`src/rtl/I2CKeyPad_cfg.svh`:
```
// Build-time settings for the keypad I2C master
// Included by the RTL modules that need bus timing, addresses or widths
`ifndef I2C_KEYPAD_CFG_SVH
`define I2C_KEYPAD_CFG_SVH

// ----------------------------------------
// Bus timing
// ----------------------------------------
`define I2C_QUARTER_CYCLES 5           // iSCLK cycles per quarter SCL period, 4 or more

// ----------------------------------------
// Slave addresses and transfer shape
// ----------------------------------------
`define I2C_KEYPAD1_ADRS   8'h02       // Left keypad
`define I2C_KEYPAD2_ADRS   8'h03       // Right keypad
`define I2C_GYRO_ADRS      8'h04       // Gyro, not polled yet
`define I2C_BUF_LEN        8'd2        // Address byte + one read byte

`define I2C_DATA_W         8           // One bus byte
`define I2C_KEY_W          16          // Both keypads packed

`endif

```
`src/rtl/I2CPkg.sv`:
```
// Shared state types for the keypad I2C master
// Modules refer to these by scoped name
`default_nettype none

package I2CPkg;

	// ----------------------------------------
	// Sequencer, one state per polled slave
	// ----------------------------------------
	typedef enum logic [2:0]
	{
		DevStop = 3'd0,     // Waiting for CSR enable
		DevKey1 = 3'd1,     // Polling keypad 1
		DevKey2 = 3'd2,     // Polling keypad 2
		DevComp = 3'd3      // Word ready, hold until enable drops
	} deviceSel_t;

	// ----------------------------------------
	// Byte engine
	// ----------------------------------------
	typedef enum logic [2:0]
	{
		MsIdle  = 3'd0,
		MsStart = 3'd1,     // SDA falls while SCL high
		MsBit   = 3'd2,     // Eight data bits, MSB first
		MsAck   = 3'd3,
		MsStop  = 3'd4,     // SDA rises while SCL high
		MsFree  = 3'd5      // Bus free time before next sample of enable
	} masterState_t;

endpackage

`default_nettype wire

```
`src/rtl/I2CMasterMux.sv`:
```
// Keypad polling sequencer in front of the byte engine
// Runs keypad 1 then keypad 2, one address + read transaction each,
// and holds the collected keypad word until the CSR enable falls
`default_nettype none
`include "I2CKeyPad_cfg.svh"

module I2CMasterMux (
	input  wire                     iSCLK,
	input  wire                     iSRST,
	input  wire                     iI2CEn,         // CSR enable
	input  wire                     iI2CBufVd,      // Transaction done
	input  wire                     iI2CByteVd,     // Byte plus ack done
	input  wire  [`I2C_DATA_W-1:0]  iSdaByte,       // Last byte shifted in
	output logic [`I2C_KEY_W-1:0]   oI2CGetKeyPad,
	output logic                    oI2CSeqComp,
	output logic                    oTriState,      // 0 drive SDA, 1 release
	output logic [`I2C_DATA_W-1:0]  oI2CSend,
	output logic [`I2C_DATA_W-1:0]  oI2CBufLen,
	output logic                    oI2CEn          // Engine enable
);

	I2CPkg::deviceSel_t rDeviceSel;

	// Fixed transfer length for keypads
	assign oI2CBufLen = `I2C_BUF_LEN;

	// ----------------------------------------
	// Device select FSM
	// ----------------------------------------
	always_ff @(posedge iSCLK)
	begin
		if (iSRST)
			rDeviceSel <= I2CPkg::DevStop;
		else
		begin
			case (rDeviceSel)
				I2CPkg::DevStop:
					if (iI2CEn)
						rDeviceSel <= I2CPkg::DevKey1;
				I2CPkg::DevKey1:
					if (iI2CBufVd)
						rDeviceSel <= I2CPkg::DevKey2;
				I2CPkg::DevKey2:
					if (iI2CBufVd)
						rDeviceSel <= I2CPkg::DevComp;
				I2CPkg::DevComp:
					if (!iI2CEn)
						rDeviceSel <= I2CPkg::DevStop;    // Rearm for next poll
				default:
					rDeviceSel <= I2CPkg::DevStop;
			endcase
		end
	end

	// Engine enable and completion, one cycle behind the state
	always_ff @(posedge iSCLK)
	begin
		if (iSRST)
		begin
			oI2CEn      <= 1'b0;
			oI2CSeqComp <= 1'b0;
		end
		else
		begin
			oI2CEn      <= (rDeviceSel == I2CPkg::DevKey1) ||
			               (rDeviceSel == I2CPkg::DevKey2);
			oI2CSeqComp <= (rDeviceSel == I2CPkg::DevComp);
		end
	end

	// Address byte for the slave being polled
	always_ff @(posedge iSCLK)
	begin
		case (rDeviceSel)
			I2CPkg::DevKey1: oI2CSend <= `I2C_KEYPAD1_ADRS;
			I2CPkg::DevKey2: oI2CSend <= `I2C_KEYPAD2_ADRS;
			default:         oI2CSend <= oI2CSend;      // Keep last address
		endcase
	end

	// ----------------------------------------
	// SDA direction and received data
	// ----------------------------------------
	// Address byte is written, read byte is released, so flip per byte
	always_ff @(posedge iSCLK)
	begin
		if (iSRST || !iI2CEn)
			oTriState <= 1'b0;
		else if (iI2CByteVd)
			oTriState <= ~oTriState;
	end

	// Keypad 1 ends up in the upper byte
	always_ff @(posedge iSCLK)
	begin
		if (iSRST)
			oI2CGetKeyPad <= '0;
		else if (iI2CBufVd)
			oI2CGetKeyPad <= {oI2CGetKeyPad[`I2C_KEY_W-`I2C_DATA_W-1:0], iSdaByte};
	end

endmodule

`default_nettype wire

```
`src/rtl/I2CMaster.sv`:
```
// Byte-level I2C master engine, single bus, no clock stretching
// Sends start, iI2CBufLen bytes with ack bits, then stop and free time
// SCL is push-pull; SDA is only ever pulled low through oSdaLow
`default_nettype none
`include "I2CKeyPad_cfg.svh"

module I2CMaster (
	input  wire                     iSCLK,
	input  wire                     iSRST,
	input  wire                     iI2CEn,
	input  wire  [`I2C_DATA_W-1:0]  iI2CSend,       // First byte of transaction
	input  wire  [`I2C_DATA_W-1:0]  iI2CBufLen,
	input  wire                     iTriState,      // 1 means receive this byte
	input  wire                     iSda,           // Resolved bus level
	output logic                    oI2CByteVd,
	output logic                    oI2CBufVd,
	output logic [`I2C_DATA_W-1:0]  oSdaByte,
	output logic                    oScl,
	output logic                    oSdaLow
);

	localparam int QtrW = $clog2(`I2C_QUARTER_CYCLES);

	I2CPkg::masterState_t rState;
	logic [QtrW-1:0]        rQtrCnt;        // Cycles within a quarter
	logic [1:0]             rPhase;         // Quarter within a bit
	logic [2:0]             rBitCnt;
	logic [`I2C_DATA_W-1:0] rByteCnt;
	logic [`I2C_DATA_W-1:0] rShift;
	logic                   qtrTick;        // Last cycle of a quarter

	assign qtrTick  = (rQtrCnt == QtrW'(`I2C_QUARTER_CYCLES - 1));
	assign oSdaByte = rShift;

	// ----------------------------------------
	// Quarter period pacing
	// ----------------------------------------
	always_ff @(posedge iSCLK)
	begin
		if (iSRST || rState == I2CPkg::MsIdle)
			rQtrCnt <= '0;                  // Aligned start on leaving idle
		else if (qtrTick)
			rQtrCnt <= '0;
		else
			rQtrCnt <= rQtrCnt + 1'b1;
	end

	// ----------------------------------------
	// Bus FSM
	// ----------------------------------------
	// Each state spans four quarters; actions land on the quarter ends
	always_ff @(posedge iSCLK)
	begin
		if (iSRST)
		begin
			rState     <= I2CPkg::MsIdle;
			rPhase     <= 2'd0;
			rBitCnt    <= 3'd0;
			rByteCnt   <= '0;
			oScl       <= 1'b1;
			oSdaLow    <= 1'b0;
			oI2CByteVd <= 1'b0;
			oI2CBufVd  <= 1'b0;
		end
		else
		begin
			oI2CByteVd <= 1'b0;             // Strobes by default
			oI2CBufVd  <= 1'b0;
			if (rState == I2CPkg::MsIdle)
			begin
				rPhase <= 2'd0;
				if (iI2CEn)
				begin
					rState   <= I2CPkg::MsStart;
					rByteCnt <= '0;
				end
			end
			else if (qtrTick)
			begin
				rPhase <= rPhase + 2'd1;
				case (rState)
					I2CPkg::MsStart:
						case (rPhase)
							2'd0: oSdaLow <= 1'b1;      // Start condition
							2'd2: oScl    <= 1'b0;
							2'd3:
							begin
								rState  <= I2CPkg::MsBit;
								rBitCnt <= 3'd0;
							end
							default: oSdaLow <= 1'b1;
						endcase
					I2CPkg::MsBit:
						case (rPhase)
							2'd0: oSdaLow <= ~iTriState & ~rShift[`I2C_DATA_W-1];
							2'd1: oScl    <= 1'b1;      // Rising SCL, data sampled
							2'd3:
							begin
								oScl <= 1'b0;
								if (rBitCnt == 3'd7)
									rState <= I2CPkg::MsAck;
								else
									rBitCnt <= rBitCnt + 3'd1;
							end
							default: oScl <= 1'b1;
						endcase
					I2CPkg::MsAck:
						case (rPhase)
							2'd0: oSdaLow <= iTriState; // ACK a read, release after a write
							2'd1: oScl    <= 1'b1;      // Slave ack not checked
							2'd3:
							begin
								oScl       <= 1'b0;
								oI2CByteVd <= 1'b1;
								rBitCnt    <= 3'd0;
								if (rByteCnt == iI2CBufLen - 1'b1)
									rState <= I2CPkg::MsStop;
								else
								begin
									rByteCnt <= rByteCnt + 1'b1;
									rState   <= I2CPkg::MsBit;
								end
							end
							default: oScl <= 1'b1;
						endcase
					I2CPkg::MsStop:
						case (rPhase)
							2'd0: oSdaLow <= 1'b1;      // SDA low under low SCL
							2'd1: oScl    <= 1'b1;
							2'd2: oSdaLow <= 1'b0;      // Stop condition
							default:
							begin
								oI2CBufVd <= 1'b1;
								rState    <= I2CPkg::MsFree;
							end
						endcase
					I2CPkg::MsFree:
						if (rPhase == 2'd3)
							rState <= I2CPkg::MsIdle;   // Sequencer has settled by now
					default:
						rState <= I2CPkg::MsIdle;
				endcase
			end
		end
	end

	// ----------------------------------------
	// Shift register
	// ----------------------------------------
	// Loaded with the address, then takes SDA on every rising SCL
	// For a written byte the bus echoes the driven bits back in
	always_ff @(posedge iSCLK)
	begin
		if (rState == I2CPkg::MsIdle && iI2CEn)
			rShift <= iI2CSend;
		else if (qtrTick && rPhase == 2'd1 && rState == I2CPkg::MsBit)
			rShift <= {rShift[`I2C_DATA_W-2:0], iSda};
	end

endmodule

`default_nettype wire

```
`src/rtl/I2CKeyPadTop.sv`:
```
// Keypad I2C subsystem top level
// Joins the polling sequencer to the byte engine; host sees the
// keypad word and a completion level, the pad ring sees SCL and SDA
`default_nettype none
`include "I2CKeyPad_cfg.svh"

module I2CKeyPadTop (
	input  wire                    iSCLK,
	input  wire                    iSRST,
	input  wire                    iEn,         // CSR enable
	input  wire                    iSda,        // Resolved SDA from pad
	output wire [`I2C_KEY_W-1:0]   oKeyPad,
	output wire                    oSeqComp,
	output wire                    oScl,
	output wire                    oSdaLow      // Open-drain pull-down
);

	// ----------------------------------------
	// Sequencer to engine
	// ----------------------------------------
	wire                    i2cEn;
	wire [`I2C_DATA_W-1:0]  i2cSend;
	wire [`I2C_DATA_W-1:0]  i2cBufLen;
	wire                    triState;
	wire                    i2cByteVd;
	wire                    i2cBufVd;
	wire [`I2C_DATA_W-1:0]  sdaByte;

	I2CMasterMux uMux (
		.iSCLK         (iSCLK),
		.iSRST         (iSRST),
		.iI2CEn        (iEn),
		.iI2CBufVd     (i2cBufVd),
		.iI2CByteVd    (i2cByteVd),
		.iSdaByte      (sdaByte),
		.oI2CGetKeyPad (oKeyPad),
		.oI2CSeqComp   (oSeqComp),
		.oTriState     (triState),
		.oI2CSend      (i2cSend),
		.oI2CBufLen    (i2cBufLen),
		.oI2CEn        (i2cEn)
	);

	I2CMaster uMaster (
		.iSCLK      (iSCLK),
		.iSRST      (iSRST),
		.iI2CEn     (i2cEn),
		.iI2CSend   (i2cSend),
		.iI2CBufLen (i2cBufLen),
		.iTriState  (triState),
		.iSda       (iSda),
		.oI2CByteVd (i2cByteVd),
		.oI2CBufVd  (i2cBufVd),
		.oSdaByte   (sdaByte),
		.oScl       (oScl),
		.oSdaLow    (oSdaLow)
	);

endmodule

`default_nettype wire

```
`config.mk`:
```
export PLATFORM = sky130hd
export DESIGN_NAME = I2CKeyPadTop
export DESIGN_NICKNAME = d
export VERILOG_FILES = /design/src/rtl/I2CPkg.sv /design/src/rtl/I2CMasterMux.sv /design/src/rtl/I2CMaster.sv /design/src/rtl/I2CKeyPadTop.sv
export VERILOG_INCLUDE_DIRS = /design/src /design/src/rtl
export SDC_FILE = /design/constraint.sdc
export NUM_CORES = 1
export LEC_CHECK = 0
export ABC_AREA = 1
export BUFFER_PORTS_ARGS = -buffer_cell sky130_fd_sc_hd__buf_2
export CORE_MARGIN = 3
export CORE_UTILIZATION = 30
export DETAILED_ROUTE_END_ITERATION = 8
export GPL_TIMING_DRIVEN = 0
export PLACE_DENSITY = 0.53
export SETUP_SLACK_MARGIN = 0.1
export SLEW_MARGIN = 30
export SYNTH_ARGS = -nofsm -noshare
export SYNTH_HDL_FRONTEND = slang
export SYNTH_SLANG_ARGS = --single-unit
```
`constraint.sdc`:
```
create_clock -name iSCLK -period 1.8 [get_ports iSCLK]
set_input_delay 0.27 -clock iSCLK [delete_from_list [all_inputs] [get_ports iSCLK]]
set_output_delay 0.27 -clock iSCLK [all_outputs]
set_load 0.03 [all_outputs]
```
==> impl_metrics.prom, run 1 <==
# TYPE chip_impl_metric gauge
chip_impl_info{name="run_status",value="completed"} 1
chip_impl_info{name="synth_largest_area_cell",value="sky130_fd_sc_hd__dfxtp_1"} 1
chip_impl_info{name="reg2reg_to",value="uMaster.oSdaByte[0]"} 1
chip_impl_info{name="synthMostInstantiatedCell",value="sky130_fd_sc_hd__nand2_1"} 1
chip_impl_metric{name="dr.pass1.iters",unit=""} 4
chip_impl_info{name="synthTopCellsByCount",value="sky130_fd_sc_hd__nand2_1, sky130_fd_sc_hd__nor2_1, sky130_fd_sc_hd__dfxtp_1"} 1
chip_impl_metric{name="grt_antenna_before_repair",unit=""} 0
chip_impl_metric{name="detail_route.wirelength",unit="um"} 5590
chip_impl_metric{name="gp_routability_congestion",unit=""} 0.823
chip_impl_metric{name="stdcell_area",unit="um^2"} 3060
chip_impl_metric{name="synth.avg_cell_area",unit="um^2"} 7.71
chip_impl_metric{name="yosys.cell_types.count",unit=""} 30
chip_impl_metric{name="final_layout_size_suffix_gt1_share",unit="%"} 16.5
chip_impl_metric{name="placeableCoreArea",unit="um^2"} 8380
chip_impl_metric{name="via_count_of_the_first_global_routing_pass",unit=""} 2012
chip_impl_metric{name="dpl_cell_area",unit="um^2"} 2890
chip_impl_metric{name="internal_power",unit="mW"} 2.35
chip_impl_metric{name="synth_largest_type_area_fraction",unit="%"} 33.3
chip_impl_metric{name="clockBufferDepth",unit=""} 2
chip_impl_metric{name="syn_area",unit="um^2"} 2640
chip_impl_info{name="top_layer_used",value="met4"} 1
chip_impl_metric{name="port_buffers",unit=""} 22
chip_impl_metric{name="start_util",unit="%"} 31.5
chip_impl_metric{name="power_switching",unit="mW"} 1.43
chip_impl_info{name="crit_path_start",value="uMaster.rState[1]"} 1
chip_impl_metric{name="synth_seq_area_share",unit="%"} 43.5
chip_impl_metric{name="yosys_warnings",unit=""} 0
chip_impl_metric{name="worst_slew_margin_rel",unit="%"} 68.4
chip_impl_metric{name="post_detailed_placement_half_perimeter_wirelength",unit="um"} 4140
chip_impl_metric{name="required_time_at_the_endpoint_of_the_critical_path",unit="ns"} 1.84
chip_impl_info{name="cp-endpoint",value="uMaster.oSdaByte[0]"} 1
chip_impl_metric{name="worst_r2r_path_depth",unit=""} 6
chip_impl_metric{name="later_pin_clock_latency_in_the_skew_report",unit="ns"} 0.31
chip_impl_metric{name="wl_met3",unit="um"} 198
chip_impl_metric{name="avgRoutedWirePerCell",unit="um"} 11.6
chip_impl_metric{name="global_route.usage.total",unit="%"} 11.5
chip_impl_info{name="clock_tree.root_cell",value="sky130_fd_sc_hd__clkbuf_8"} 1
chip_impl_info{name="synth-main-ff-cell",value="sky130_fd_sc_hd__dfxtp_1"} 1
chip_impl_metric{name="avgViaCountPerCell",unit=""} 4.51
chip_impl_metric{name="dr_total_vias",unit=""} 2169
chip_impl_metric{name="cts_sinks",unit=""} 53
chip_impl_metric{name="final.period_utilization",unit="%"} 87.8
chip_impl_metric{name="grt-ovfl-total",unit=""} 0
chip_impl_info{name="crit_path_end_kind",value="flip-flop"} 1
chip_impl_metric{name="period_minus_slack",unit="ns"} 1.58
chip_impl_metric{name="grt_pass1_wl",unit="um"} 9470
chip_impl_metric{name="ioPinCount",unit=""} 23
chip_impl_metric{name="remaining_drc_errors",unit=""} 0
chip_impl_metric{name="netlist_instances",unit=""} 343
chip_impl_metric{name="postSynthNetCount",unit=""} 362
chip_impl_metric{name="layout.cells.non_filler",unit=""} 481
chip_impl_metric{name="leakagePower",unit="nW"} 1.39
chip_impl_metric{name="final_hold_viol_count",unit=""} 0
chip_impl_metric{name="timing.max_cap.violations",unit=""} 0
chip_impl_metric{name="detailroute.wirelength.met2",unit="um"} 2460
chip_impl_metric{name="power_frac_clock",unit="%"} 21.8
chip_impl_metric{name="clock-skew-final",unit="ns"} 0.00365
chip_impl_info{name="critical_path.cell_chain",value="buf_6, nor2_4, nand3_4, buf_2, o31ai_4, buf_12"} 1
chip_impl_metric{name="numCtsBuffers",unit=""} 5
chip_impl_metric{name="finalNetCount",unit=""} 394
chip_impl_metric{name="route.layer.met1.wl",unit="um"} 2870
chip_impl_metric{name="postSynthRegisterBits",unit=""} 53
chip_impl_metric{name="die-width",unit="um"} 99.9
chip_impl_metric{name="die_extent_in_y",unit="um"} 99.9
chip_impl_metric{name="post_synth_edffs",unit=""} 9
chip_impl_info{name="timing.setup.critical_path_class",value="flip-flop to flip-flop"} 1
chip_impl_metric{name="pin_count_of_the_biggest_net_entering_global_routing",unit=""} 17
chip_impl_metric{name="num_antenna_cells",unit=""} 0
chip_impl_metric{name="maxSlewViolCount",unit=""} 0
chip_impl_metric{name="maximum_fanout_along_the_worst_path",unit=""} 10
chip_impl_metric{name="timing.critical_path.arrival",unit="ns"} 1.62
chip_impl_metric{name="power.density",unit="nW/um^2"} 1240
chip_impl_info{name="rsz0062_at_grt",value="no"} 1
chip_impl_metric{name="clk_pin_slew_worst_paths",unit="ns"} 0.10
chip_impl_metric{name="antenna_violating_nets_post_route",unit=""} 0
chip_impl_metric{name="switching_share",unit="%"} 37.9
chip_impl_metric{name="detailedRoute.firstIterationViolations",unit=""} 70
chip_impl_metric{name="combPwrFrac",unit="%"} 38.4
chip_impl_metric{name="setup_violations",unit=""} 0
chip_impl_info{name="worst_setup_start_kind",value="flip-flop"} 1
chip_impl_info{name="hold_path.class",value="primary input to flip-flop"} 1
chip_impl_metric{name="seq_power_share",unit="%"} 39.8
chip_impl_metric{name="r2r_slack",unit="ns"} 0.22
chip_impl_metric{name="htree_num_levels",unit=""} 2
chip_impl_metric{name="fmaxAchievable",unit="GHz"} 0.633
chip_impl_info{name="cts_tree",value="built"} 1
chip_impl_metric{name="die_area",unit="um^2"} 9980
chip_impl_info{name="critical-path-slowest-cell",value="sky130_fd_sc_hd__dfxtp_1"} 1
chip_impl_metric{name="irDropWorstVdd",unit="uV"} 412
chip_impl_metric{name="std_cell_rows",unit=""} 33
chip_impl_info{name="synthTopCellsByArea",value="sky130_fd_sc_hd__dfxtp_1, sky130_fd_sc_hd__edfxtp_1, sky130_fd_sc_hd__nand2_1"} 1
chip_impl_metric{name="post-place-cells",unit=""} 470
chip_impl_metric{name="async_reset_ff_share",unit="%"} 0
chip_impl_metric{name="critical_path.max_stage_delay",unit="ns"} 0.33
chip_impl_info{name="r2r-start",value="uMaster.rState[1]"} 1
chip_impl_metric{name="layout-area-overhead-vs-synth",unit="%"} 15.7
chip_impl_metric{name="worst_pin_slew",unit="ns"} 0.474
==> cells by family (layout without fill, tap and decap cells) <==
group	after synthesis	count (layout)	share of synthesized area, %
compound gates	48	48	9.28
xor+xnor	3	3	0.994
fa+ha+maj	15	15	7.10
buf+inv	55	88	8.94
mux	1	1	0.426
flops	53	53	43.5
simple gates	168	168	29.7
==> registers in the layout, indices dropped and copies added (netlist names) <==
| register | cells |
|---|---|
| uMux.oI2CEn | 1 |
| uMaster.rState | 3 |
| uMaster.oI2CBufVd | 1 |
| uMux.oI2CSend | 1 |
| uMaster.rBitCnt | 3 |
| uMaster.oSdaLow | 1 |
| uMaster.rPhase | 2 |
| uMaster.oScl | 1 |
| uMux.oI2CSeqComp | 1 |
| uMaster.rByteCnt | 8 |
| uMaster.oSdaByte | 8 |
| uMux.oI2CGetKeyPad | 16 |
| uMaster.oI2CByteVd | 1 |
| uMux.oTriState | 1 |
| uMaster.rQtrCnt | 3 |
| uMux.rDeviceSel | 2 |
==> through the flow <==
stage | util (%) | total power, mW | hold WS [ns] | setup WS, ns | TNS (ns)
after floorplan | - | 2.57 | 0.417 | 0.255 | 0
after global placement | 34.5 | 2.84 | 0.432 | -0.00781 | -0.0609
after detailed placement | 34.5 | 2.86 | 0.439 | -0.0513 | -0.410
after CTS | 36.0 | 3.72 | 0.250 | 0.146 | 0
after global routing | 36.5 | 4.07 | 0.267 | 0.137 | 0
final | 36.5 | 3.78 | 0.260 | 0.219 | 0
==> power by group through the flow <==
stage	clock network, mW	registers [mW]	logic, mW
floorplan	0	1.51	1.06
global placement	0	1.53	1.32
detailed placement	0	1.53	1.33
CTS	0.848	1.51	1.36
global route	0.886	1.53	1.65
finish	0.823	1.50	1.45
==> repair_timing <==
action | CTS | global route
hold buffers | 0 | 0
buffers inserted | 0 | 3
gates resized for setup | 2 | 2
pin swaps | 0 | 2
endpoints found under the setup margin | 8 | 11
==> cell type report <==
class,instances,area (um^2)
clock inverter,2,38.8
sequential,53,1150
multi-input combinational,235,1280
fill,882,5320
timing repair buffer,25,145
tap,105,131
inverter,46,178
buffer,9,58.8
clock buffer,6,72.6
==> routing by layer <==
metal  up-vias  global-route usage (%)
li1       1158                       -
met1       979                    16.7
met2        28                    17.6
met3         4                    2.08
met4         0                    2.84
met5         -                       0
==> how the worst min path moves through the flow <==
| stage | end | slack (ns) | from | cells after the start |
|---|---|---|---|---|
| finish | uMux.oTriState | 0.26 | iEn | 3 |
| global route | uMaster.oSdaByte[0] | 0.27 | iSda | 2 |
| CTS | uMaster.oSdaByte[0] | 0.25 | iSda | 2 |
| detailed placement | uMaster.rQtrCnt[0] | 0.44 | uMaster.rQtrCnt[0] | 1 |
| global placement | uMaster.rQtrCnt[0] | 0.43 | uMaster.rQtrCnt[0] | 1 |
| floorplan | uMaster.rQtrCnt[0] | 0.42 | uMaster.rQtrCnt[0] | 1 |
==> worst max-delay path: cells and delay by family, from the launching register on <==
family | cells | cell delay, ns
flops | 1 | 0.33
compound gates | 1 | 0.09
simple gates | 2 | 0.34
buf+inv | 3 | 0.54
==> cell usage in the layout, fill, tap and decap left out, types with 4 or more instances in the layout <==
cell / Yosys / routed
sky130_fd_sc_hd__nand2_1: 61 / 60
sky130_fd_sc_hd__ha_1: 15 / 14
sky130_fd_sc_hd__nand3_2: 5 / 4
sky130_fd_sc_hd__clkbuf_8: 0 / 5
sky130_fd_sc_hd__o21ai_0: 24 / 24
sky130_fd_sc_hd__clkbuf_1: 4 / 5
sky130_fd_sc_hd__inv_1: 43 / 43
sky130_fd_sc_hd__dfxtp_1: 44 / 44
sky130_fd_sc_hd__nor2_1: 57 / 57
sky130_fd_sc_hd__a21oi_1: 20 / 20
sky130_fd_sc_hd__edfxtp_1: 9 / 9
sky130_fd_sc_hd__nand2_2: 3 / 4
sky130_fd_sc_hd__nand3_1: 23 / 23
sky130_fd_sc_hd__buf_2: 2 / 24
Power figures use the tool's default switching activity.
==> run 2, diff against run 1 <==
- ABC_CLOCK_PERIOD_IN_PS: default -> 1800
- MAX_ROUTING_LAYER: default -> met4
- SYNTH_HIERARCHICAL: default -> 1
==> impl_metrics.prom, run 2 <==
# TYPE chip_impl_metric gauge
chip_impl_metric{name="avgViaCountPerCell",unit=""} 4.33
chip_impl_metric{name="combPwrFrac",unit="%"} 30.6
chip_impl_info{name="hold_path.class",value="primary input to flip-flop"} 1
chip_impl_metric{name="r2r_slack",unit="ns"} 0.21
chip_impl_metric{name="power.density",unit="nW/um^2"} 931
chip_impl_metric{name="irDropWorstVdd",unit="uV"} 557
chip_impl_metric{name="setup_tns_after_final_layout",unit="ns"} 0
chip_impl_info{name="rsz0062_at_grt",value="yes"} 1
chip_impl_metric{name="layout.cells.non_filler",unit=""} 574
chip_impl_metric{name="power_frac_clock",unit="%"} 24.3
chip_impl_metric{name="critical_path.max_stage_delay",unit="ns"} 0.33
chip_impl_metric{name="post-place-cells",unit=""} 565
chip_impl_metric{name="final_hold_viol_count",unit=""} 0
chip_impl_metric{name="layout-area-overhead-vs-synth",unit="%"} 16.8
chip_impl_info{name="crit_path_end_kind",value="flip-flop"} 1
chip_impl_metric{name="grt-ovfl-total",unit=""} 0
chip_impl_metric{name="yosys.cell_types.count",unit=""} 42
chip_impl_metric{name="placeableCoreArea",unit="um^2"} 9820
chip_impl_metric{name="pin_count_of_the_biggest_net_entering_global_routing",unit=""} 17
chip_impl_info{name="critical_path.cell_chain",value="buf_4, inv_1, nand2_4, inv_4, nand2_2, buf_8, mux2_2"} 1
chip_impl_info{name="regMostFlops",value="uMux/oI2CGetKeyPad"} 1
chip_impl_metric{name="cts_sinks",unit=""} 53
chip_impl_metric{name="later_pin_clock_latency_in_the_skew_report",unit="ns"} 0.30
chip_impl_info{name="min-delay-start",value="iSRST"} 1
chip_impl_metric{name="hold_buffers",unit=""} 0
chip_impl_metric{name="std_cell_rows",unit=""} 36
chip_impl_metric{name="timing.hold.worst_path_depth",unit=""} 2
chip_impl_metric{name="switching_share",unit="%"} 33.5
chip_impl_metric{name="gp_routability_congestion",unit=""} 0.794
chip_impl_info{name="r2r-start",value="uMaster/rState[2]"} 1
chip_impl_metric{name="leakagePower",unit="nW"} 1.61
chip_impl_metric{name="maxSlewViolCount",unit=""} 0
chip_impl_info{name="worst_setup_start_kind",value="flip-flop"} 1
chip_impl_metric{name="timing.max_cap.violations",unit=""} 0
chip_impl_metric{name="num-fill-cells",unit=""} 1087
chip_impl_metric{name="netlist_instances",unit=""} 397
chip_impl_metric{name="worst_r2r_path_depth",unit=""} 7
chip_impl_info{name="clock_tree.root_cell",value="sky130_fd_sc_hd__clkbuf_8"} 1
chip_impl_metric{name="num_antenna_cells",unit=""} 0
chip_impl_metric{name="numCtsBuffers",unit=""} 5
chip_impl_metric{name="largest_register_ff_count",unit=""} 16
chip_impl_metric{name="synth_seq_area_share",unit="%"} 37.7
chip_impl_metric{name="finalNetCount",unit=""} 459
chip_impl_metric{name="detailedRoute.firstIterationViolations",unit=""} 89
chip_impl_metric{name="internal_power",unit="mW"} 2.21
chip_impl_metric{name="global_route.usage.total",unit="%"} 12.0
chip_impl_metric{name="grt_pass1_wl",unit="um"} 11100
chip_impl_info{name="critical-path-slowest-cell",value="sky130_fd_sc_hd__mux2_2"} 1
chip_impl_info{name="synthTopCellsByCount",value="sky130_fd_sc_hd__nand2_1, sky130_fd_sc_hd__nor2_1, sky130_fd_sc_hd__dfxtp_1"} 1
chip_impl_metric{name="maximum_fanout_along_the_worst_path",unit=""} 10
chip_impl_metric{name="remaining_drc_errors",unit=""} 0
chip_impl_info{name="synth_largest_area_cell",value="sky130_fd_sc_hd__dfxtp_1"} 1
chip_impl_metric{name="setup_violations",unit=""} 0
chip_impl_info{name="reg2reg_to",value="uMaster/oSdaByte[0]"} 1
chip_impl_metric{name="detail_route.wirelength",unit="um"} 6170
chip_impl_metric{name="htree_num_levels",unit=""} 2
chip_impl_metric{name="clk_pin_slew_worst_paths",unit="ns"} 0.09
chip_impl_info{name="run_status",value="completed"} 1
chip_impl_metric{name="die-width",unit="um"} 107
chip_impl_metric{name="antenna_violating_nets_post_route",unit=""} 0
chip_impl_metric{name="timing.critical_path.arrival",unit="ns"} 1.66
chip_impl_metric{name="syn_area",unit="um^2"} 3050
chip_impl_metric{name="dr_total_vias",unit=""} 2485
chip_impl_info{name="timing.setup.critical_path_class",value="flip-flop to flip-flop"} 1
chip_impl_metric{name="synth.avg_cell_area",unit="um^2"} 7.69
chip_impl_metric{name="fmaxAchievable",unit="GHz"} 0.628
chip_impl_info{name="cts_tree",value="built"} 1
chip_impl_metric{name="yosys_warnings",unit=""} 6
chip_impl_info{name="cpLargestDelayFamily",value="buffers and inverters"} 1
chip_impl_metric{name="ioPinCount",unit=""} 23
chip_impl_metric{name="via_count_of_the_first_global_routing_pass",unit=""} 2441
chip_impl_info{name="layout_common_cells",value="sky130_fd_sc_hd__nand2_1, sky130_fd_sc_hd__nor2_1, sky130_fd_sc_hd__dfxtp_1, sky130_fd_sc_hd__inv_1, sky130_fd_sc_hd__nand3_1"} 1
chip_impl_metric{name="avgRoutedWirePerCell",unit="um"} 10.7
chip_impl_metric{name="critPathBufInv",unit=""} 4
chip_impl_metric{name="clock-skew-final",unit="ns"} 0.00374
chip_impl_metric{name="async_reset_ff_share",unit="%"} 0
chip_impl_info{name="min_delay_endpoint",value="uMux/oI2CEn"} 1
chip_impl_metric{name="final_layout_size_suffix_gt1_share",unit="%"} 25.6
chip_impl_metric{name="path_depth",unit=""} 7
chip_impl_metric{name="dr.pass1.iters",unit=""} 4
chip_impl_metric{name="port_buffers",unit=""} 22
chip_impl_metric{name="clockBufferDepth",unit=""} 2
chip_impl_metric{name="seq_power_share",unit="%"} 45.1
chip_impl_metric{name="period_minus_slack",unit="ns"} 1.59
chip_impl_metric{name="start_util",unit="%"} 31.1
chip_impl_metric{name="die_area",unit="um^2"} 11400
chip_impl_metric{name="post_detailed_placement_half_perimeter_wirelength",unit="um"} 4740
chip_impl_info{name="synthTopCellsByArea",value="sky130_fd_sc_hd__dfxtp_1, sky130_fd_sc_hd__edfxtp_1, sky130_fd_sc_hd__nand2_1"} 1
chip_impl_metric{name="worst_slew_margin_rel",unit="%"} 59.6
chip_impl_metric{name="required_time_at_the_endpoint_of_the_critical_path",unit="ns"} 1.86
chip_impl_info{name="synth-main-ff-cell",value="sky130_fd_sc_hd__dfxtp_1"} 1
chip_impl_metric{name="final.period_utilization",unit="%"} 88.5
chip_impl_metric{name="power_switching",unit="mW"} 1.11
chip_impl_metric{name="grt_antenna_before_repair",unit=""} 0
chip_impl_metric{name="post_synth_edffs",unit=""} 9
chip_impl_metric{name="die_extent_in_y",unit="um"} 107
chip_impl_metric{name="worst_pin_slew",unit="ns"} 0.606
chip_impl_metric{name="synth_largest_type_area_fraction",unit="%"} 28.8
chip_impl_metric{name="postSynthRegisterBits",unit=""} 53
## run 2: power groups by stage
stage,logic (mW),registers (mW),clock network (mW)
5_1_grt,1.16,1.52,0.879
6_report,1.02,1.50,0.807
4_1_cts,0.978,1.49,0.841
3_3_place_gp,0.957,1.51,0
3_5_place_dp,0.972,1.52,0
2_1_floorplan,0.800,1.49,0
## run 2: what timing repair did
action / in CTS / in global routing
resized for setup: 1 / 21
pin swaps: 0 / 5
gates cloned: 0 / 0
buffers inserted: 0 / 1
endpoints found under the setup margin: 8 / 31
## run 2: kinds of logic after synthesis
group	synth area share, %
compound gates	9.38
xor+xnor	2.29
fa+ha+maj	6.15
buf+inv	12.2
flops	37.7
mux	2.95
other cells	0.246
simple gates	29.1
## run 2: how the worst max path moves through the flow
stage                            startpoint                   to  slack [ns]
after global routing      uMaster/rState[2]    uMaster/rState[0]        0.09
after floorplan           uMaster/rState[2]  uMaster/oSdaByte[0]        0.29
final                     uMaster/rState[2]  uMaster/oSdaByte[0]        0.21
after detailed placement  uMaster/rState[0]  uMaster/oSdaByte[1]        0.05
after global placement    uMaster/rState[0]  uMaster/oSdaByte[7]        0.05
after CTS                 uMaster/rState[2]  uMaster/rByteCnt[6]        0.13
## run 2: metal layers
| layer | global-route usage, % | vias up | share of wire [%] |
|---|---|---|---|
| li1 | - | 1337 | - |
| met1 | 15.4 | 1117 | 51 |
| met2 | 19.9 | 25 | 46 |
| met3 | 1.69 | 6 | 1.8 |
| met4 | 3.56 | 0 | 1.0 |
| met5 | - | - | 0 |
## run 2: worst register-to-register path, delay by kind of cell (launching register included)
family | cells | cell delay [ns]
and+or+nand+nor | 2 | 0.22
muxes | 1 | 0.34
DFF | 1 | 0.32
buffers and inverters | 4 | 0.47
## run 2: area by class of cell
class	count	area, um^2	share of cell area [%]
tap	133	166	4.67
timing repair buffer	23	118	3.30
buffer	23	184	5.16
inverter	49	194	5.44
clock buffer	6	72.6	2.04
multi-input combinational	285	1630	45.8
clock inverter	2	38.8	1.09
sequential	53	1160	32.5
## run 2: per-stage QoR
| stage | power, mW | util [%] | instance area, um^2 | setup WS (ns) | hold slack (ns) |
|---|---|---|---|---|---|
| 2_1_floorplan | 2.29 | - | 3100 | 0.294 | 0.341 |
| 3_3_place_gp | 2.47 | 34.4 | 3380 | 0.0481 | 0.432 |
| 3_5_place_dp | 2.49 | 34.4 | 3380 | 0.0473 | 0.456 |
| 4_1_cts | 3.31 | 35.6 | 3490 | 0.129 | 0.203 |
| 5_1_grt | 3.56 | 36.3 | 3570 | 0.0939 | 0.216 |
| 6_report | 3.32 | 36.3 | 3570 | 0.207 | 0.211 |
==> run 3, diff against run 2 <==
- BUFFER_PORTS_ARGS: -buffer_cell sky130_fd_sc_hd__buf_2 -> default
- CELL_PAD_IN_SITES_DETAIL_PLACEMENT: default -> 1
- CELL_PAD_IN_SITES_GLOBAL_PLACEMENT: default -> 1
- DONT_BUFFER_PORTS: default -> 1
- PLACE_DENSITY: 0.53 -> 0.63
- TNS_END_PERCENT: default -> 50
==> impl_metrics.prom, run 3 (synthesis results as in run 2) <==
# TYPE chip_impl_metric gauge
chip_impl_info{name="run_status",value="completed"} 1
chip_impl_info{name="regMostFlops",value="uMux/oI2CGetKeyPad"} 1
chip_impl_metric{name="port_buffers",unit=""} 0
chip_impl_metric{name="clock-skew-final",unit="ns"} 0.00693
chip_impl_info{name="r2r-start",value="uMaster/rState[2]"} 1
chip_impl_metric{name="antenna_violating_nets_post_route",unit=""} 0
chip_impl_metric{name="die-width",unit="um"} 107
chip_impl_metric{name="grt_pass1_wl",unit="um"} 12300
chip_impl_metric{name="seq_power_share",unit="%"} 45.5
chip_impl_info{name="rsz0062_at_grt",value="yes"} 1
chip_impl_info{name="most_frequent_standard_cell_in_the_layout_excluding_fill_and_tap_cells",value="sky130_fd_sc_hd__nor2_1"} 1
chip_impl_metric{name="power_switching",unit="mW"} 1.20
chip_impl_metric{name="largest_register_ff_count",unit=""} 16
chip_impl_info{name="cts_tree",value="built"} 1
chip_impl_metric{name="maxSlewViolCount",unit=""} 0
chip_impl_metric{name="internal_power",unit="mW"} 2.10
chip_impl_metric{name="htree_num_levels",unit=""} 2
chip_impl_metric{name="power.density",unit="nW/um^2"} 933
chip_impl_info{name="crit_path_end_kind",value="flip-flop"} 1
chip_impl_metric{name="ioPinCount",unit=""} 23
chip_impl_info{name="clock_tree.root_cell",value="sky130_fd_sc_hd__clkbuf_8"} 1
chip_impl_metric{name="layout.core_utilization",unit="%"} 36.0
chip_impl_info{name="hold_path.class",value="primary input to flip-flop"} 1
chip_impl_metric{name="maximum_fanout_along_the_worst_path",unit=""} 10
chip_impl_metric{name="switching_share",unit="%"} 36.3
chip_impl_metric{name="cts_sinks",unit=""} 53
chip_impl_metric{name="stdcell_area",unit="um^2"} 3540
chip_impl_metric{name="leakagePower",unit="nW"} 1.53
chip_impl_metric{name="timing.max_cap.violations",unit=""} 0
chip_impl_metric{name="detailedRoute.firstIterationViolations",unit=""} 95
chip_impl_metric{name="start_util",unit="%"} 31.1
chip_impl_metric{name="dr.pass1.iters",unit=""} 4
chip_impl_metric{name="layout-area-overhead-vs-synth",unit="%"} 15.9
chip_impl_metric{name="setup_violations",unit=""} 0
chip_impl_metric{name="later_pin_clock_latency_in_the_skew_report",unit="ns"} 0.31
chip_impl_metric{name="via_count_of_the_first_global_routing_pass",unit=""} 2594
chip_impl_metric{name="period_minus_slack",unit="ns"} 1.61
chip_impl_metric{name="final.period_utilization",unit="%"} 89.4
chip_impl_info{name="min-delay-start",value="iSRST"} 1
chip_impl_metric{name="remaining_drc_errors",unit=""} 0
chip_impl_metric{name="power_frac_clock",unit="%"} 21.5
chip_impl_metric{name="worst_hold_slack",unit="ns"} 0.0205
chip_impl_metric{name="global_route.usage.total",unit="%"} 13.4
chip_impl_metric{name="combPwrFrac",unit="%"} 33.0
chip_impl_metric{name="finalNetCount",unit=""} 444
chip_impl_metric{name="numCtsBuffers",unit=""} 5
chip_impl_info{name="reg2reg_to",value="uMaster/oSdaByte[0]"} 1
chip_impl_metric{name="std_cell_rows",unit=""} 36
chip_impl_info{name="timing.setup.critical_path_class",value="flip-flop to flip-flop"} 1
chip_impl_metric{name="worst_r2r_path_depth",unit=""} 7
chip_impl_metric{name="clockBufferDepth",unit=""} 2
chip_impl_metric{name="grt_antenna_before_repair",unit=""} 0
chip_impl_metric{name="avgViaCountPerCell",unit=""} 4.50
chip_impl_metric{name="worst_slew_margin_rel",unit="%"} 59.7
chip_impl_info{name="layout_common_cells",value="sky130_fd_sc_hd__nor2_1, sky130_fd_sc_hd__nand2_1, sky130_fd_sc_hd__inv_1, sky130_fd_sc_hd__dfxtp_1, sky130_fd_sc_hd__nand3_1"} 1
chip_impl_metric{name="post_detailed_placement_half_perimeter_wirelength",unit="um"} 5360
chip_impl_metric{name="timing.hold.worst_path_depth",unit=""} 1
chip_impl_metric{name="worst_pin_slew",unit="ns"} 0.605
chip_impl_info{name="worst_setup_start_kind",value="flip-flop"} 1
chip_impl_metric{name="r2r_slack",unit="ns"} 0.19
chip_impl_metric{name="detail_route.wirelength",unit="um"} 7030
chip_impl_metric{name="die_extent_in_y",unit="um"} 107
chip_impl_metric{name="dr_total_vias",unit=""} 2515
chip_impl_metric{name="required_time_at_the_endpoint_of_the_critical_path",unit="ns"} 1.87
chip_impl_metric{name="final_hold_viol_count",unit=""} 0
chip_impl_metric{name="fmaxAchievable",unit="GHz"} 0.621
chip_impl_metric{name="num_antenna_cells",unit=""} 0
chip_impl_metric{name="final_layout_size_suffix_gt1_share",unit="%"} 25.8
chip_impl_metric{name="clk_pin_slew_worst_paths",unit="ns"} 0.11
chip_impl_info{name="min_delay_endpoint",value="uMux/oI2CSeqComp"} 1
chip_impl_metric{name="placeableCoreArea",unit="um^2"} 9820
chip_impl_metric{name="irDropWorstVdd",unit="uV"} 440
chip_impl_metric{name="pin_count_of_the_biggest_net_entering_global_routing",unit=""} 19
chip_impl_metric{name="grt-ovfl-total",unit=""} 0
chip_impl_metric{name="setup_tns_after_final_layout",unit="ns"} 0
chip_impl_metric{name="avgRoutedWirePerCell",unit="um"} 12.6
chip_impl_metric{name="timing.critical_path.arrival",unit="ns"} 1.68
chip_impl_metric{name="die_area",unit="um^2"} 11400
chip_impl_metric{name="dpl_cell_area",unit="um^2"} 3270
chip_impl_metric{name="gp_routability_congestion",unit=""} 0.792
## run 3: changes by cell type in the layout (fill, tap and decap cells not counted), sizes merged
| cell | previous run | this run |
|---|---|---|
| dlygate4sd3 | 0 | 2 |
| inv | 48 | 50 |
| buf | 44 | 27 |
| bufinv | 1 | 0 |
| clkbuf | 8 | 7 |
## run 3: what timing repair did
item	4_1_cts	5_1_grt
hold endpoints to repair	1	1
hold buffers	1	1
gates resized for setup	3	35
endpoints found under the setup margin	18	31
cloned	0	0
pin swaps	0	10
setup buffers	0	6
## run 3: worst max path at each step
stage                                endpoint  cells past startpoint           startpoint  slack (ns)
after floorplan           uMaster/oSdaByte[0]                      7    uMaster/rState[2]        0.29
after global placement    uMaster/oSdaByte[0]                      6    uMaster/rState[0]        0.03
after detailed placement  uMaster/oSdaByte[2]                      6    uMaster/rState[0]        0.02
after CTS                 uMaster/oSdaByte[0]                      7    uMaster/rState[2]        0.09
after global routing      uMaster/rByteCnt[4]                     12  uMaster/rByteCnt[0]        0.06
final                     uMaster/oSdaByte[0]                      7    uMaster/rState[2]        0.19
## run 3: worst max-delay path: stages (launching register included)
cell and delay (ns):
sky130_fd_sc_hd__dfxtp_1 0.33, sky130_fd_sc_hd__buf_4 0.16, sky130_fd_sc_hd__inv_1 0.09, sky130_fd_sc_hd__nand2_4 0.11, sky130_fd_sc_hd__inv_4 0.08, sky130_fd_sc_hd__nand2_2 0.08, sky130_fd_sc_hd__buf_6 0.16, sky130_fd_sc_hd__mux2_2 0.35
## run 3: final cells by class
type | instances | area [um^2]
Fill cell | 1250 | 6280
Multi-Input combinational cell | 285 | 1680
Sequential cell | 53 | 1160
Inverter | 49 | 196
Buffer | 23 | 180
Tap cell | 133 | 166
Clock buffer | 5 | 68.8
Timing Repair Buffer | 8 | 65.1
Clock inverter | 3 | 23.8
## run 3: stage by stage
stage	setup WS (ns)	power [mW]	cells
final	0.191	3.30	559
after CTS	0.0932	3.25	552
after detailed placement	0.0192	2.51	543
after global placement	0.0301	2.48	543
after floorplan	0.294	2.29	410
after global routing	0.0642	3.56	559
## run 3: power groups by stage
stage	combinational (mW)	sequential [mW]	clock [mW]
2_1_floorplan	0.800	1.49	0
3_3_place_gp	0.962	1.52	0
3_5_place_dp	0.990	1.52	0
4_1_cts	1.00	1.50	0.751
5_1_grt	1.23	1.53	0.798
6_report	1.09	1.50	0.711
## run 3: metal layers
layer / global-route usage (%) / routed length (um)
met5: - / 0
met4: 2.83 / 30
met3: 3.01 / 183
met1: 16.4 / 3390
met2: 22.8 / 3420
